==> src/hdl/dma_bus_pkg.sv <==
`default_nettype none

// memory side of the controller: stream engines, arbiter and memory port
package dma_bus_pkg;

localparam int NUM_STREAMS = 4;
localparam int STREAM_W    = 2;

// byte addressed, word wide
localparam int ADDR_W = 32;
localparam int DATA_W = 32;

// remaining-items counter
localparam int CNT_W = 16;

// one item is one 32-bit word
localparam logic [ADDR_W-1:0] ADDR_STEP = 4;

// bus priority level, 3 wins
typedef logic [1:0] prio_t;

endpackage

`default_nettype wire

==> src/hdl/dma_reg_pkg.sv <==
`default_nettype none

// host view of the controller: register map and control word layout
package dma_reg_pkg;

localparam int REG_AW = 8;

// each stream owns one 16-byte block starting at 0x00
localparam int STREAM_STRIDE = 16;

localparam logic [3:0] OFF_CR   = 4'd0;
localparam logic [3:0] OFF_NDTR = 4'd4;
localparam logic [3:0] OFF_SAR  = 4'd8;
localparam logic [3:0] OFF_DAR  = 4'd12;

// shared status, one TCIF bit per stream
localparam logic [REG_AW-1:0] ADDR_ISR  = 8'h40;
localparam logic [REG_AW-1:0] ADDR_IFCR = 8'h44;

typedef struct packed {
    logic [25:0] rsvd;
    logic [1:0]  pl;
    logic        dinc;
    logic        sinc;
    logic        tcie;
    logic        en;
} cr_fields_t;

// host moves the raw word, the logic looks at the fields
typedef union packed {
    logic [31:0] raw;
    cr_fields_t  f;
} cr_word_u;

endpackage

`default_nettype wire

==> src/hdl/dma_regs.sv <==
`timescale 1ns/1ps
`default_nettype none

module dma_regs (
    input  logic                                                  i_hclk,
    input  logic                                                  i_rst_n,

    // host port
    input  logic                                                  i_reg_req,
    input  logic                                                  i_reg_write,
    input  logic [dma_reg_pkg::REG_AW-1:0]                        i_reg_addr,
    input  logic [dma_bus_pkg::DATA_W-1:0]                        i_reg_wdata,
    output logic                                                  o_reg_ack,
    output logic [dma_bus_pkg::DATA_W-1:0]                        o_reg_rdata,

    // per stream configuration
    output logic [dma_bus_pkg::NUM_STREAMS-1:0]                   o_start,
    output logic [dma_bus_pkg::NUM_STREAMS-1:0][dma_bus_pkg::ADDR_W-1:0] o_sar,
    output logic [dma_bus_pkg::NUM_STREAMS-1:0][dma_bus_pkg::ADDR_W-1:0] o_dar,
    output logic [dma_bus_pkg::NUM_STREAMS-1:0][dma_bus_pkg::CNT_W-1:0]  o_ndtr,
    output logic [dma_bus_pkg::NUM_STREAMS-1:0]                   o_sinc,
    output logic [dma_bus_pkg::NUM_STREAMS-1:0]                   o_dinc,
    output dma_bus_pkg::prio_t [dma_bus_pkg::NUM_STREAMS-1:0]     o_prio,
    input  logic [dma_bus_pkg::NUM_STREAMS-1:0][dma_bus_pkg::CNT_W-1:0]  i_count,
    input  logic [dma_bus_pkg::NUM_STREAMS-1:0]                   i_done,

    output logic [dma_bus_pkg::NUM_STREAMS-1:0]                   o_interrupt
);

dma_reg_pkg::cr_word_u [dma_bus_pkg::NUM_STREAMS-1:0] cr_q;
dma_reg_pkg::cr_word_u                                cr_wr;
logic [dma_bus_pkg::NUM_STREAMS-1:0]                  tcif_q;
logic [dma_bus_pkg::NUM_STREAMS-1:0]                  tcie;
logic [dma_bus_pkg::STREAM_W-1:0]                     sel_stream;
logic [$clog2(dma_reg_pkg::STREAM_STRIDE)-1:0]        sel_off;
logic                                                 in_blk;
logic                                                 access;
logic                                                 wr_cfg;
logic [dma_bus_pkg::DATA_W-1:0]                       rd_data;

// new access only while ack is low
assign access     = i_reg_req && !o_reg_ack;
assign sel_off    = i_reg_addr[$clog2(dma_reg_pkg::STREAM_STRIDE)-1:0];
assign sel_stream = i_reg_addr[$clog2(dma_reg_pkg::STREAM_STRIDE) +: dma_bus_pkg::STREAM_W];
assign in_blk     = (i_reg_addr[dma_reg_pkg::REG_AW-1:
                     $clog2(dma_reg_pkg::STREAM_STRIDE)+dma_bus_pkg::STREAM_W] == '0);

// address and count are locked while the stream runs
assign wr_cfg = access && i_reg_write && in_blk && !cr_q[sel_stream].f.en;

always_comb begin
    cr_wr.raw    = i_reg_wdata;
    cr_wr.f.rsvd = '0;
end

always_comb begin
    for (int s = 0; s < dma_bus_pkg::NUM_STREAMS; s++) begin
        o_sinc[s] = cr_q[s].f.sinc;
        o_dinc[s] = cr_q[s].f.dinc;
        o_prio[s] = cr_q[s].f.pl;
        tcie[s]   = cr_q[s].f.tcie;
    end
end

always_comb begin
    rd_data = '0;
    if (in_blk) begin
        case (sel_off)
            dma_reg_pkg::OFF_CR:   rd_data = cr_q[sel_stream].raw;
            dma_reg_pkg::OFF_NDTR: rd_data[dma_bus_pkg::CNT_W-1:0] =
                cr_q[sel_stream].f.en ? i_count[sel_stream] : o_ndtr[sel_stream];
            dma_reg_pkg::OFF_SAR:  rd_data = o_sar[sel_stream];
            dma_reg_pkg::OFF_DAR:  rd_data = o_dar[sel_stream];
            default:               rd_data = '0;
        endcase
    end else if (i_reg_addr == dma_reg_pkg::ADDR_ISR) begin
        rd_data[dma_bus_pkg::NUM_STREAMS-1:0] = tcif_q;
    end
end

always_ff @(posedge i_hclk or negedge i_rst_n) begin
    if (!i_rst_n) begin
        o_reg_ack   <= 1'b0;
        o_start     <= '0;
        cr_q        <= '0;
        tcif_q      <= '0;
        o_interrupt <= '0;
    end else begin
        o_start <= '0;
        if (!o_reg_ack) begin
            o_reg_ack <= i_reg_req;
        end else if (!i_reg_req) begin
            o_reg_ack <= 1'b0;
        end

        if (access && i_reg_write && in_blk && sel_off == dma_reg_pkg::OFF_CR) begin
            cr_q[sel_stream] <= cr_wr;
            // rising en kicks the engine
            if (cr_wr.f.en && !cr_q[sel_stream].f.en) begin
                o_start[sel_stream] <= 1'b1;
            end
        end
        if (access && i_reg_write && i_reg_addr == dma_reg_pkg::ADDR_IFCR) begin
            tcif_q <= tcif_q & ~i_reg_wdata[dma_bus_pkg::NUM_STREAMS-1:0];
        end

        // completion wins over a clear in the same cycle
        for (int s = 0; s < dma_bus_pkg::NUM_STREAMS; s++) begin
            if (i_done[s]) begin
                cr_q[s].f.en <= 1'b0;
                tcif_q[s]    <= 1'b1;
            end
        end

        o_interrupt <= tcif_q & tcie;
    end
end

always_ff @(posedge i_hclk) begin
    if (access && !i_reg_write) begin
        o_reg_rdata <= rd_data;
    end
    if (wr_cfg) begin
        case (sel_off)
            dma_reg_pkg::OFF_NDTR: o_ndtr[sel_stream] <= i_reg_wdata[dma_bus_pkg::CNT_W-1:0];
            dma_reg_pkg::OFF_SAR:  o_sar[sel_stream]  <= i_reg_wdata;
            dma_reg_pkg::OFF_DAR:  o_dar[sel_stream]  <= i_reg_wdata;
            default: ;
        endcase
    end
    // ndtr follows the engine count once the transfer ends
    for (int s = 0; s < dma_bus_pkg::NUM_STREAMS; s++) begin
        if (i_done[s]) begin
            o_ndtr[s] <= i_count[s];
        end
    end
end

a_ack_needs_req: assert property (@(posedge i_hclk) disable iff (!i_rst_n)
    $rose(o_reg_ack) |-> $past(i_reg_req));

endmodule

`default_nettype wire

==> src/hdl/dma_stream.sv <==
`timescale 1ns/1ps
`default_nettype none

module dma_stream (
    input  logic                            i_hclk,
    input  logic                            i_rst_n,

    // configuration from the register block
    input  logic                            i_start,
    input  logic [dma_bus_pkg::ADDR_W-1:0]  i_sar,
    input  logic [dma_bus_pkg::ADDR_W-1:0]  i_dar,
    input  logic [dma_bus_pkg::CNT_W-1:0]   i_ndtr,
    input  logic                            i_sinc,
    input  logic                            i_dinc,

    // beat request towards the arbiter
    output logic                            o_bus_req,
    output logic                            o_bus_write,
    output logic [dma_bus_pkg::ADDR_W-1:0]  o_bus_addr,
    output logic [dma_bus_pkg::DATA_W-1:0]  o_bus_wdata,
    input  logic                            i_bus_done,
    input  logic [dma_bus_pkg::DATA_W-1:0]  i_bus_rdata,

    output logic [dma_bus_pkg::CNT_W-1:0]   o_count,
    output logic                            o_done
);

logic                           busy_q;
logic                           wr_phase_q;
logic [dma_bus_pkg::CNT_W-1:0]  cnt_q;
logic [dma_bus_pkg::CNT_W-1:0]  cnt_next;
logic [dma_bus_pkg::ADDR_W-1:0] src_q;
logic [dma_bus_pkg::ADDR_W-1:0] dst_q;
logic [dma_bus_pkg::DATA_W-1:0] data_q;
logic                           load;
logic                           beat_end;

// a start during a running copy is dropped
assign load     = i_start && !busy_q;
assign beat_end = busy_q && i_bus_done;
assign cnt_next = cnt_q - 1'b1;

always_ff @(posedge i_hclk or negedge i_rst_n) begin
    if (!i_rst_n) begin
        busy_q     <= 1'b0;
        wr_phase_q <= 1'b0;
        cnt_q      <= '0;
        o_done     <= 1'b0;
    end else begin
        o_done <= 1'b0;
        if (load) begin
            cnt_q      <= i_ndtr;
            wr_phase_q <= 1'b0;
            if (i_ndtr == '0) begin
                o_done <= 1'b1;
            end else begin
                busy_q <= 1'b1;
            end
        end else if (beat_end) begin
            if (!wr_phase_q) begin
                wr_phase_q <= 1'b1;
            end else begin
                // item complete
                wr_phase_q <= 1'b0;
                cnt_q      <= cnt_next;
                if (cnt_next == '0) begin
                    busy_q <= 1'b0;
                    o_done <= 1'b1;
                end
            end
        end
    end
end

always_ff @(posedge i_hclk) begin
    if (load) begin
        src_q <= i_sar;
        dst_q <= i_dar;
    end else if (beat_end) begin
        if (!wr_phase_q) begin
            data_q <= i_bus_rdata;
        end else begin
            src_q <= src_q + (i_sinc ? dma_bus_pkg::ADDR_STEP : '0);
            dst_q <= dst_q + (i_dinc ? dma_bus_pkg::ADDR_STEP : '0);
        end
    end
end

assign o_bus_req   = busy_q;
assign o_bus_write = wr_phase_q;
assign o_bus_addr  = wr_phase_q ? dst_q : src_q;
assign o_bus_wdata = data_q;
assign o_count     = cnt_q;

// beat is held with a steady address until the arbiter finishes it
a_req_held: assert property (@(posedge i_hclk) disable iff (!i_rst_n)
    o_bus_req && !i_bus_done |=> o_bus_req && $stable(o_bus_addr));

endmodule

`default_nettype wire

==> src/hdl/dma_bus_arbiter.sv <==
`timescale 1ns/1ps
`default_nettype none

module dma_bus_arbiter (
    input  logic                                                          i_hclk,
    input  logic                                                          i_rst_n,

    // stream side
    input  logic [dma_bus_pkg::NUM_STREAMS-1:0]                           i_bus_req,
    input  logic [dma_bus_pkg::NUM_STREAMS-1:0]                           i_bus_write,
    input  logic [dma_bus_pkg::NUM_STREAMS-1:0][dma_bus_pkg::ADDR_W-1:0]  i_bus_addr,
    input  logic [dma_bus_pkg::NUM_STREAMS-1:0][dma_bus_pkg::DATA_W-1:0]  i_bus_wdata,
    input  dma_bus_pkg::prio_t [dma_bus_pkg::NUM_STREAMS-1:0]             i_prio,
    output logic [dma_bus_pkg::NUM_STREAMS-1:0]                           o_bus_done,
    output logic [dma_bus_pkg::DATA_W-1:0]                                o_bus_rdata,

    // memory port
    output logic                                                          o_mem_req,
    output logic                                                          o_mem_write,
    output logic [dma_bus_pkg::ADDR_W-1:0]                                o_mem_addr,
    output logic [dma_bus_pkg::DATA_W-1:0]                                o_mem_wdata,
    input  logic                                                          i_mem_ack,
    input  logic [dma_bus_pkg::DATA_W-1:0]                                i_mem_rdata
);

logic [dma_bus_pkg::NUM_STREAMS-1:0] grant_q;
logic                                win_valid;
logic [dma_bus_pkg::STREAM_W-1:0]    win_idx;
dma_bus_pkg::prio_t                  win_prio;
logic                                bus_idle;
logic                                launch;

// wait for ack low and for the finished stream to see its done
assign bus_idle = !o_mem_req && !i_mem_ack && (o_bus_done == '0);
assign launch   = bus_idle && win_valid;

// walk down so that equal levels settle on the lowest index
always_comb begin
    win_valid = 1'b0;
    win_idx   = '0;
    win_prio  = '0;
    for (int i = dma_bus_pkg::NUM_STREAMS - 1; i >= 0; i--) begin
        if (i_bus_req[i] && (!win_valid || i_prio[i] >= win_prio)) begin
            win_valid = 1'b1;
            win_idx   = i[dma_bus_pkg::STREAM_W-1:0];
            win_prio  = i_prio[i];
        end
    end
end

always_ff @(posedge i_hclk or negedge i_rst_n) begin
    if (!i_rst_n) begin
        o_mem_req  <= 1'b0;
        grant_q    <= '0;
        o_bus_done <= '0;
    end else begin
        o_bus_done <= '0;
        if (o_mem_req) begin
            if (i_mem_ack) begin
                // grant lasts a single beat
                o_mem_req  <= 1'b0;
                o_bus_done <= grant_q;
                grant_q    <= '0;
            end
        end else if (launch) begin
            o_mem_req        <= 1'b1;
            grant_q          <= '0;
            grant_q[win_idx] <= 1'b1;
        end
    end
end

always_ff @(posedge i_hclk) begin
    if (launch) begin
        o_mem_write <= i_bus_write[win_idx];
        o_mem_addr  <= i_bus_addr[win_idx];
        o_mem_wdata <= i_bus_wdata[win_idx];
    end
    if (o_mem_req && i_mem_ack) begin
        o_bus_rdata <= i_mem_rdata;
    end
end

a_grant_onehot: assert property (@(posedge i_hclk) disable iff (!i_rst_n)
    $onehot0(grant_q));

a_addr_stable: assert property (@(posedge i_hclk) disable iff (!i_rst_n)
    o_mem_req && !i_mem_ack |=> $stable(o_mem_addr));

endmodule

`default_nettype wire

==> src/hdl/dma_top.sv <==
`timescale 1ns/1ps
`default_nettype none

module dma_top (
    input  logic                                i_hclk,
    input  logic                                i_rst_n,

    // host port
    input  logic                                i_reg_req,
    input  logic                                i_reg_write,
    input  logic [dma_reg_pkg::REG_AW-1:0]      i_reg_addr,
    input  logic [dma_bus_pkg::DATA_W-1:0]      i_reg_wdata,
    output logic                                o_reg_ack,
    output logic [dma_bus_pkg::DATA_W-1:0]      o_reg_rdata,

    // memory port
    output logic                                o_mem_req,
    output logic                                o_mem_write,
    output logic [dma_bus_pkg::ADDR_W-1:0]      o_mem_addr,
    output logic [dma_bus_pkg::DATA_W-1:0]      o_mem_wdata,
    input  logic                                i_mem_ack,
    input  logic [dma_bus_pkg::DATA_W-1:0]      i_mem_rdata,

    output logic [dma_bus_pkg::NUM_STREAMS-1:0] o_interrupt
);

genvar st;

logic [dma_bus_pkg::NUM_STREAMS-1:0]                          start;
logic [dma_bus_pkg::NUM_STREAMS-1:0][dma_bus_pkg::ADDR_W-1:0] sar;
logic [dma_bus_pkg::NUM_STREAMS-1:0][dma_bus_pkg::ADDR_W-1:0] dar;
logic [dma_bus_pkg::NUM_STREAMS-1:0][dma_bus_pkg::CNT_W-1:0]  ndtr;
logic [dma_bus_pkg::NUM_STREAMS-1:0]                          sinc;
logic [dma_bus_pkg::NUM_STREAMS-1:0]                          dinc;
dma_bus_pkg::prio_t [dma_bus_pkg::NUM_STREAMS-1:0]            prio;
logic [dma_bus_pkg::NUM_STREAMS-1:0][dma_bus_pkg::CNT_W-1:0]  count;
logic [dma_bus_pkg::NUM_STREAMS-1:0]                          done;

// stream to arbiter
logic [dma_bus_pkg::NUM_STREAMS-1:0]                          bus_req;
logic [dma_bus_pkg::NUM_STREAMS-1:0]                          bus_write;
logic [dma_bus_pkg::NUM_STREAMS-1:0][dma_bus_pkg::ADDR_W-1:0] bus_addr;
logic [dma_bus_pkg::NUM_STREAMS-1:0][dma_bus_pkg::DATA_W-1:0] bus_wdata;
logic [dma_bus_pkg::NUM_STREAMS-1:0]                          bus_done;
logic [dma_bus_pkg::DATA_W-1:0]                               bus_rdata;

dma_regs dma_regs (
    .i_hclk(i_hclk),
    .i_rst_n(i_rst_n),
    .i_reg_req(i_reg_req),
    .i_reg_write(i_reg_write),
    .i_reg_addr(i_reg_addr),
    .i_reg_wdata(i_reg_wdata),
    .o_reg_ack(o_reg_ack),
    .o_reg_rdata(o_reg_rdata),
    .o_start(start),
    .o_sar(sar),
    .o_dar(dar),
    .o_ndtr(ndtr),
    .o_sinc(sinc),
    .o_dinc(dinc),
    .o_prio(prio),
    .i_count(count),
    .i_done(done),
    .o_interrupt(o_interrupt)
);

generate
    for (st = 0; st < dma_bus_pkg::NUM_STREAMS; ++st) begin: g_stream
        dma_stream dma_stream (
            .i_hclk(i_hclk),
            .i_rst_n(i_rst_n),
            .i_start(start[st]),
            .i_sar(sar[st]),
            .i_dar(dar[st]),
            .i_ndtr(ndtr[st]),
            .i_sinc(sinc[st]),
            .i_dinc(dinc[st]),
            .o_bus_req(bus_req[st]),
            .o_bus_write(bus_write[st]),
            .o_bus_addr(bus_addr[st]),
            .o_bus_wdata(bus_wdata[st]),
            .i_bus_done(bus_done[st]),
            .i_bus_rdata(bus_rdata),
            .o_count(count[st]),
            .o_done(done[st])
        );
    end
endgenerate

// read data is shared, only the done pulse is per stream
dma_bus_arbiter dma_bus_arbiter (
    .i_hclk(i_hclk),
    .i_rst_n(i_rst_n),
    .i_bus_req(bus_req),
    .i_bus_write(bus_write),
    .i_bus_addr(bus_addr),
    .i_bus_wdata(bus_wdata),
    .i_prio(prio),
    .o_bus_done(bus_done),
    .o_bus_rdata(bus_rdata),
    .o_mem_req(o_mem_req),
    .o_mem_write(o_mem_write),
    .o_mem_addr(o_mem_addr),
    .o_mem_wdata(o_mem_wdata),
    .i_mem_ack(i_mem_ack),
    .i_mem_rdata(i_mem_rdata)
);

endmodule

`default_nettype wire

==> config.mk <==
export PLATFORM = sky130hd
export DESIGN_NAME = dma_top
export DESIGN_NICKNAME = d
export VERILOG_FILES = /design/src/hdl/dma_bus_pkg.sv /design/src/hdl/dma_reg_pkg.sv /design/src/hdl/dma_regs.sv /design/src/hdl/dma_stream.sv /design/src/hdl/dma_bus_arbiter.sv /design/src/hdl/dma_top.sv
export SDC_FILE = /design/constraint.sdc
export NUM_CORES = 2
export LEC_CHECK = 0
export BUFFER_PORTS_ARGS = -buffer_cell sky130_fd_sc_hd__buf_2
export CORE_UTILIZATION = 25
export CTS_CLUSTER_DIAMETER = 100
export DETAILED_ROUTE_END_ITERATION = 10
export SLEW_MARGIN = 25
export SYNTH_ARGS = -nofsm -noshare
export SYNTH_HDL_FRONTEND = slang
export SYNTH_HIERARCHICAL = 1
export SYNTH_SLANG_ARGS = --single-unit
==> constraint.sdc <==
create_clock -name i_hclk -period 13.2 [get_ports i_hclk]
set_input_delay 1.32 -clock i_hclk [delete_from_list [all_inputs] [get_ports i_hclk]]
set_output_delay 1.32 -clock i_hclk [all_outputs]
set_load 0.02 [all_outputs]
Word-level counts from Yosys, hierarchy flattened. Index checks and enable logic that the tools add are counted. Widths: inputs -> output; s select.

Output and inout bits: 103. Logic and storage cells: 375. Input port bits: 77. Register bits: 1059.

Magnitude comparators: 7. Bitwise operators: 11. Eq/ne operators: 10. Reductions and logical operators: 99. Multiplexer cells: 172. Add/subtract/negate cells: 12.

Operator list (count): $mux 32 (34); $bwmux 128 (3); $bmux 32 s2 (5); $mux 16 (20); $add 32x32->32 (8); $logic_not 16->1 (8); $mux 64 (2); $mux 97 (1); $mux 1 (72); $bmux 16 s2 (2); $bwmux 64 (1); $demux 32 s2 (1); $pmux 16 s4 (1); $sub 16x1->16 const B (4); $reduce_bool 2->1 (29); $pmux 16 s3 (1); $mux 4 (10); $demux 16 s2 (1); $logic_and 1x1->1 (25); $mux 3 (8); $reduce_and 2->1 (11); $eq 8x7->1 const B (2); $reduce_and 4->1 (4); $mux 2 (7); 16 further kinds (51).

Logic depth before layout (Yosys ltp).
Depth after elaboration: 19. Depth in mapped cells: 18.

Cells and area by module. The synthesis kept the hierarchy.

Modules (own cells, without submodules): dma_regs (area each 16148.0 µm², cells each 823, times used 1, seq. area each 11496.0 µm²); dma_stream (g_stream[0].dma_stream ...) (area each 6364.9 µm², cells each 596, times used 2, seq. area each 3358.2 µm²); dma_stream (g_stream[3].dma_stream) (area each 6296.0 µm², cells each 596, times used 1, seq. area each 3358.2 µm²); dma_stream (g_stream[2].dma_stream) (area each 6204.7 µm², cells each 582, times used 1, seq. area each 3358.2 µm²); dma_bus_arbiter (area each 5348.9 µm², cells each 451, times used 1, seq. area each 3138.0 µm²).

Worst setup path after synthesis. OpenSTA, ideal clock, no wires.

Path type: input to register. Start: input i_reg_addr[4] (netlist bit). End: register dma_regs/o_dar[0] (netlist bit) (enable). Path buffers: 2. Arrival time: 4.603 ns. Library setup time: 0.461 ns. Slack: 8.136 ns. Stages: 6. Required time: 12.739 ns. Cell sequence: buf_6 -> mux4_2 -> buf_6 -> nor3b_2 -> nand2_1 -> nor3_1.

Cells in the longest elaborated chain, start to end: 5.

RTL lines: from (decl) (line dma_top.sv:11) `input logic [dma_reg_pkg::REG_AW-1:0] i_reg_addr,`; $bmux 32 s2 (line dma_regs.sv:49) `assign wr_cfg = access && i_reg_write && in_blk && !cr_q[sel_stream].f.en;`; $mux 32 (not written as such) (line dma_regs.sv:49); $logic_not 1->1 (line dma_regs.sv:49); $logic_and 1x1->1 (line dma_regs.sv:49); $reduce_and 2->1 (no line); to (signal, indexed assignment) (line dma_regs.sv:127) `dma_reg_pkg::OFF_DAR: o_dar[sel_stream] <= i_reg_wdata;`; to (decl) (line dma_regs.sv:19) `output logic [dma_bus_pkg::NUM_STREAMS-1:0][dma_bus_pkg::ADDR_W-1:0] o_dar,`.

No other way between the ends. The select of a mux whose other input is x is not followed. A chain may end at the register's enable or synchronous reset.

Final worst setup path.
Start: register g_stream[3].dma_stream.busy_q. End: register dma_bus_arbiter/o_mem_addr[12] (netlist bit), data pin.

Cells in the longest elaborated chain, start to end: 15.

RTL lines: from (decl) (line dma_stream.sv:28) `logic busy_q;`; from (signal assigned) (line dma_stream.sv:45) `busy_q <= 1'b0;`; from (signal assigned) (line dma_stream.sv:57) `busy_q <= 1'b1;`; from (signal assigned) (line dma_stream.sv:67) `busy_q <= 1'b0;`; $mux 2 or $mux 1 (tied branches) (line dma_bus_arbiter.sv:43) `if (i_bus_req[i] && (!win_valid || i_prio[i] >= win_prio)) begin`; $ge 2x2->1 or $logic_not 1->1 (tied branches) (line dma_bus_arbiter.sv:43); $logic_or 1x1->1 (line dma_bus_arbiter.sv:43); $logic_and 1x1->1 (line dma_bus_arbiter.sv:43); $mux 2 or $mux 1 (tied branches) (line dma_bus_arbiter.sv:43); $ge 2x2->1 or $logic_not 1->1 (tied branches) (line dma_bus_arbiter.sv:43); $logic_or 1x1->1 (line dma_bus_arbiter.sv:43); $logic_and 1x1->1 (line dma_bus_arbiter.sv:43); $mux 2 or $mux 1 (tied branches) (line dma_bus_arbiter.sv:43); $ge 2x2->1 or $logic_not 1->1 (tied branches) (line dma_bus_arbiter.sv:43); $logic_or 1x1->1 (line dma_bus_arbiter.sv:43); $logic_and 1x1->1 (line dma_bus_arbiter.sv:43); $mux 2 * (line dma_bus_arbiter.sv:43); $bmux 32 s2 * (line dma_bus_arbiter.sv:76) `o_mem_addr <= i_bus_addr[win_idx];`; $mux 32 (not written as such) * (line dma_bus_arbiter.sv:76); to (signal assigned) (line dma_bus_arbiter.sv:76); to (decl) (line dma_bus_arbiter.sv:20) `output logic [dma_bus_pkg::ADDR_W-1:0] o_mem_addr,`.

Mark *: on every way between the ends. The rest lies on a longest branch, timed or not. The select of a mux whose other input is x is not followed.

==> results summary <==
The count of pins on the block boundary came out at 180. The total design power is 6.399 mW. The wire length the detailed router placed on met1 is 61,350 µm. For this run, the slowest stage of the critical path takes 530 ps. The area of all placed cells without fillers is 0.05376 mm². By instance count, the cell type seen most on the critical path is sky130_fd_sc_hd__ha_1.

Synthesis handed over a netlist of 3,644 instances. The minimum clock period after layout came out at 4942 ps. The area growth from synthesis to layout is 15.06%.

The count of cell instances traversed by the critical path is 17. The number of cell rows came out at 158. The worst setup path is captured at a flip-flop. The sink of the worst hold path is g_stream[1].dma_stream/o_bus_wdata[12]$_DFFE_PP_. The highest net fanout along the worst path is 36.

Global routing finished with a remaining overflow of 0. The initial utilization of the core area, before any placement, comes to 25.17%. The sequential element share of the synthesized area came out at 60.07%. Counting along the longest clock path gives a buffer depth of 3. In this run the critical register-to-register path is captured at dma_bus_arbiter/o_mem_addr[12]$_DFFE_PP_. The starting DRC count in detailed routing came out at 3,627. In this run the cell area measured after placement is 0.05025 mm². The final-layout worst hold slack is 459.6 ps. The post-route setup TNS is 0 ps. Setup repair after global routing left no endpoint under its margin.

CTS placed an instance of sky130_fd_sc_hd__clkbuf_16 at the clock tree root. After detailed routing, the number of remaining DRC violations is 0. The clock network latency to the later pin of the worst-skew pair is 780 ps.

The number of nets with antenna violations after detailed routing is 0. The hold violation count in the final report came to 0. The critical path goes through and2_1 -> ha_1 -> nor2b_1 -> o221ai_1 -> mux2_2 -> ha_1 -> nand2b_1 -> a211o_1 -> nand2_1 -> mux2_2 -> ha_1 -> or3b_2 -> nand2_1 -> nand3_4 -> buf_4 -> buf_16 -> o221ai_1.

The clock tree from TritonCTS is done. The main flop type after synthesis is sky130_fd_sc_hd__edfxtp_1. The worst hold path was traced through 0 stages. The number of setup buffers added after CTS is 0. The number of antenna violations at the first check in global routing was 17.

The number of cells on the worst reg-to-reg path is 17. On the critical path the largest part of the delay comes from simple AND/OR/NAND/NOR gates. In this run the top signal layer used is met5.

The mapped cell area came out at 0.04673 mm². The critical path buffer and inverter count came out at 2. The total global routing track utilization came out at 16.16%. The final setup skew is 86.16 ps. The reg2reg setup slack is 8260 ps. In this run the most critical hold path is launched from dma_bus_arbiter/o_bus_rdata[12]$_DFFE_PP_. The vertical die dimension is 434.3 µm.

The die outline area is 0.1886 mm². The worst-path cell with the longest stage delay is sky130_fd_sc_hd__dfrtp_1. Cells fill 28.96% of the core in the end. Before antenna repair, the detailed router went through 6 iterations. The class of the most critical hold timing path is flip-flop to flip-flop. The slew at the pin closest to its max-slew limit is 1071 ps. In the final layout, the share of cells above drive strength 1 is 19.72%.

The kind of critical path is flip-flop to flip-flop. In this run, synthesis inferred 833 flip-flops with an integrated enable. The run finished with clean final reports.

The worst setup path is launched from a flip-flop. The clock-pin slew on the worst setup and hold paths is 70 ps. Dividing the detail-routed wire length by the instance count gives 24.59 µm. The critical path required time is 13,750 ps.

Across the run, the number of max-cap violations was 0. The highest clock frequency the design can meet came out at 202.3 MHz. Counting every net in the synthesized netlist gives 3,751. Routability-driven placement finished with a final weighted congestion of 0.9241. The routed design uses 75,390 µm of met2 wire.

The clock net sink count is 955. Headroom to the max-slew limit came out at 28.57%. Hold repair after CTS inserted 0 buffers. The flip-flop and latch count after synthesis is 955. After synthesis, the share of flip-flops with an asynchronous set or reset is 12.77%. After synthesis, the mean cell area works out to 12.82 µm². The total power per unit cell area came out at 119.0 mW/mm². The first-pass GRT wire length came out at 223,400 µm. The number of nets in the layout is 3,870. The count of input and output buffers is 179.

The met3 wirelength from detailed routing is 12,140 µm. The count of vias placed by the detailed router came out at 32,420. The leakage component of the power came out at 18.46 nW.

The half-perimeter wire length after placement is 106,800 µm. The peak supply drop came out at 0.0001097 V. The total routed wirelength is 155,800 µm. The H-tree depth is 3. The width of the die came out at 434.3 µm. The number of warnings reported in the yosys synthesis log is 6. The post-route clock period utilization is 37.44%. The post-cts repair resize count is 0. The CTS buffer count is 103. Dividing the detail-routed via count by the number of cells gives 5.115. The launch instance of the worst register-to-register path is g_stream[3].dma_stream/o_bus_req$_DFFE_PN0P_. Setup violations remaining at the end of the flow were counted as 0. The largest net degree at the start of global routing is 82. The count of final max-slew check failures came out at 0. The total core area came out at 0.1856 mm². The number of global-route vias before repair is 31,560.

The number of different library cells used by synthesis comes to 88. The data arrival time of the critical path came out at 5490 ps.
[kinds of logic (layout without fill, tap and decap cells)]
family                   after synthesis  in the layout  synth area share (%)
buffers and inverters                338            547                 3.291
AO/OA/AOI/OAI                        608            608                 8.700
other                                  0              5                     0
adder cells (fa/ha/maj)               30             30                0.8033
XOR/XNOR                             212            212                 3.974
multiplexers                         343            343                 10.56
AND/OR/NAND/NOR                     1158           1158                 12.61
flip-flops                           955            955                 60.07
[worst max path at each step]
stage                                                            start                                         to
after global routing      g_stream[3].dma_stream/o_bus_req$_DFFE_PN0P_   dma_bus_arbiter/o_mem_addr[31]$_DFFE_PP_
final                     g_stream[3].dma_stream/o_bus_req$_DFFE_PN0P_   dma_bus_arbiter/o_mem_addr[12]$_DFFE_PP_
after CTS                 g_stream[3].dma_stream/o_bus_req$_DFFE_PN0P_  dma_bus_arbiter/o_mem_wdata[25]$_DFFE_PP_
after global placement    g_stream[3].dma_stream/o_bus_req$_DFFE_PN0P_   dma_bus_arbiter/o_mem_addr[25]$_DFFE_PP_
after detailed placement  g_stream[3].dma_stream/o_bus_req$_DFFE_PN0P_   dma_bus_arbiter/o_mem_addr[15]$_DFFE_PP_
after floorplan                                          i_reg_addr[4]                dma_regs/o_dar[0]$_DFFE_PP_
[cell usage after synthesis, drive strengths merged (68+ instances only)]
master / count / share of area (%)
xnor2: 89 / 1.7
clkbuf: 126 / 1.0
nand3: 134 / 1.5
o21ai: 268 / 2.9
inv: 110 / 0.88
xor2: 123 / 2.3
mux4: 102 / 4.9
edfxtp: 833 / 54
nand2: 483 / 3.9
nor2: 141 / 1.1
nand4: 85 / 1.2
o221ai: 71 / 1.3
mux2: 166 / 4.0
mux2i: 75 / 1.6
a22o: 68 / 1.3
dfrtp: 122 / 6.5
buf: 101 / 1.4
[cell type report]
cell class	instances	area [µm²]
clock buffers	129	2715
clock inverters	66	664.4
well taps	2480	3103
repair buffers	241	1460
diodes	5	12.51
inverters	111	427.9
fillers	18780	131900
flip-flops and latches	955	28070
multi-input cells	2351	17310
[flip-flops by register name, indices dropped and copies added (netlist names), 8 cells and up]
signal / flops
dma_bus_arbiter/o_mem_wdata: 32
dma_regs/o_sar: 128
g_stream.dma_stream/src_q: 128
dma_bus_arbiter/o_bus_rdata: 32
dma_regs/o_prio: 8
dma_regs/o_dar: 128
g_stream.dma_stream/o_bus_wdata: 128
dma_regs/o_ndtr: 64
dma_bus_arbiter/o_mem_addr: 32
g_stream.dma_stream/dst_q: 128
dma_regs/cr_q: 8
dma_regs/o_reg_rdata: 32
g_stream.dma_stream/o_count: 64
[routing by layer]
metal | up-vias | GRT usage [%]
li1 | 14150 | -
met4 | 12 | 7.025
met5 | - | 0
met3 | 311 | 3.262
met2 | 1449 | 27.26
met1 | 16500 | 19.93
[layout by cell type (no fill, tap or decap), drive strengths merged, types with 45 or more instances in the layout]
cell | synthesis | routed
nand4 | 85 | 85
buf | 101 | 241
dfrtp | 122 | 122
mux4 | 102 | 102
o221ai | 71 | 71
nand2 | 483 | 483
xor2 | 123 | 123
mux2i | 75 | 75
clkbuf | 126 | 129
clkinv | 1 | 53
nand3 | 134 | 134
mux2 | 166 | 166
nor4 | 62 | 62
inv | 110 | 115
xnor2 | 89 | 89
edfxtp | 833 | 833
and3 | 45 | 45
a22o | 68 | 68
nor3 | 48 | 48
o21ai | 268 | 268
nor2 | 141 | 141
[report_power, final]
group          internal, mW  leakage (nW)  switching, mW
sequential             3.28          9.30         0.0148
combinational        0.0712          7.52          0.129
clock                  1.58          1.64           1.32
[stage by stage]
| stage | setup WS [ps] | std cells |
|---|---|---|
| final | 8258 | 6338 |
| after global placement | 8126 | 6133 |
| after detailed placement | 8100 | 6134 |
| after global routing | 7977 | 6336 |
| after CTS | 8098 | 6329 |
| after floorplan | 8136 | 3644 |
Note: power is estimated with default switching activity, not from simulation.
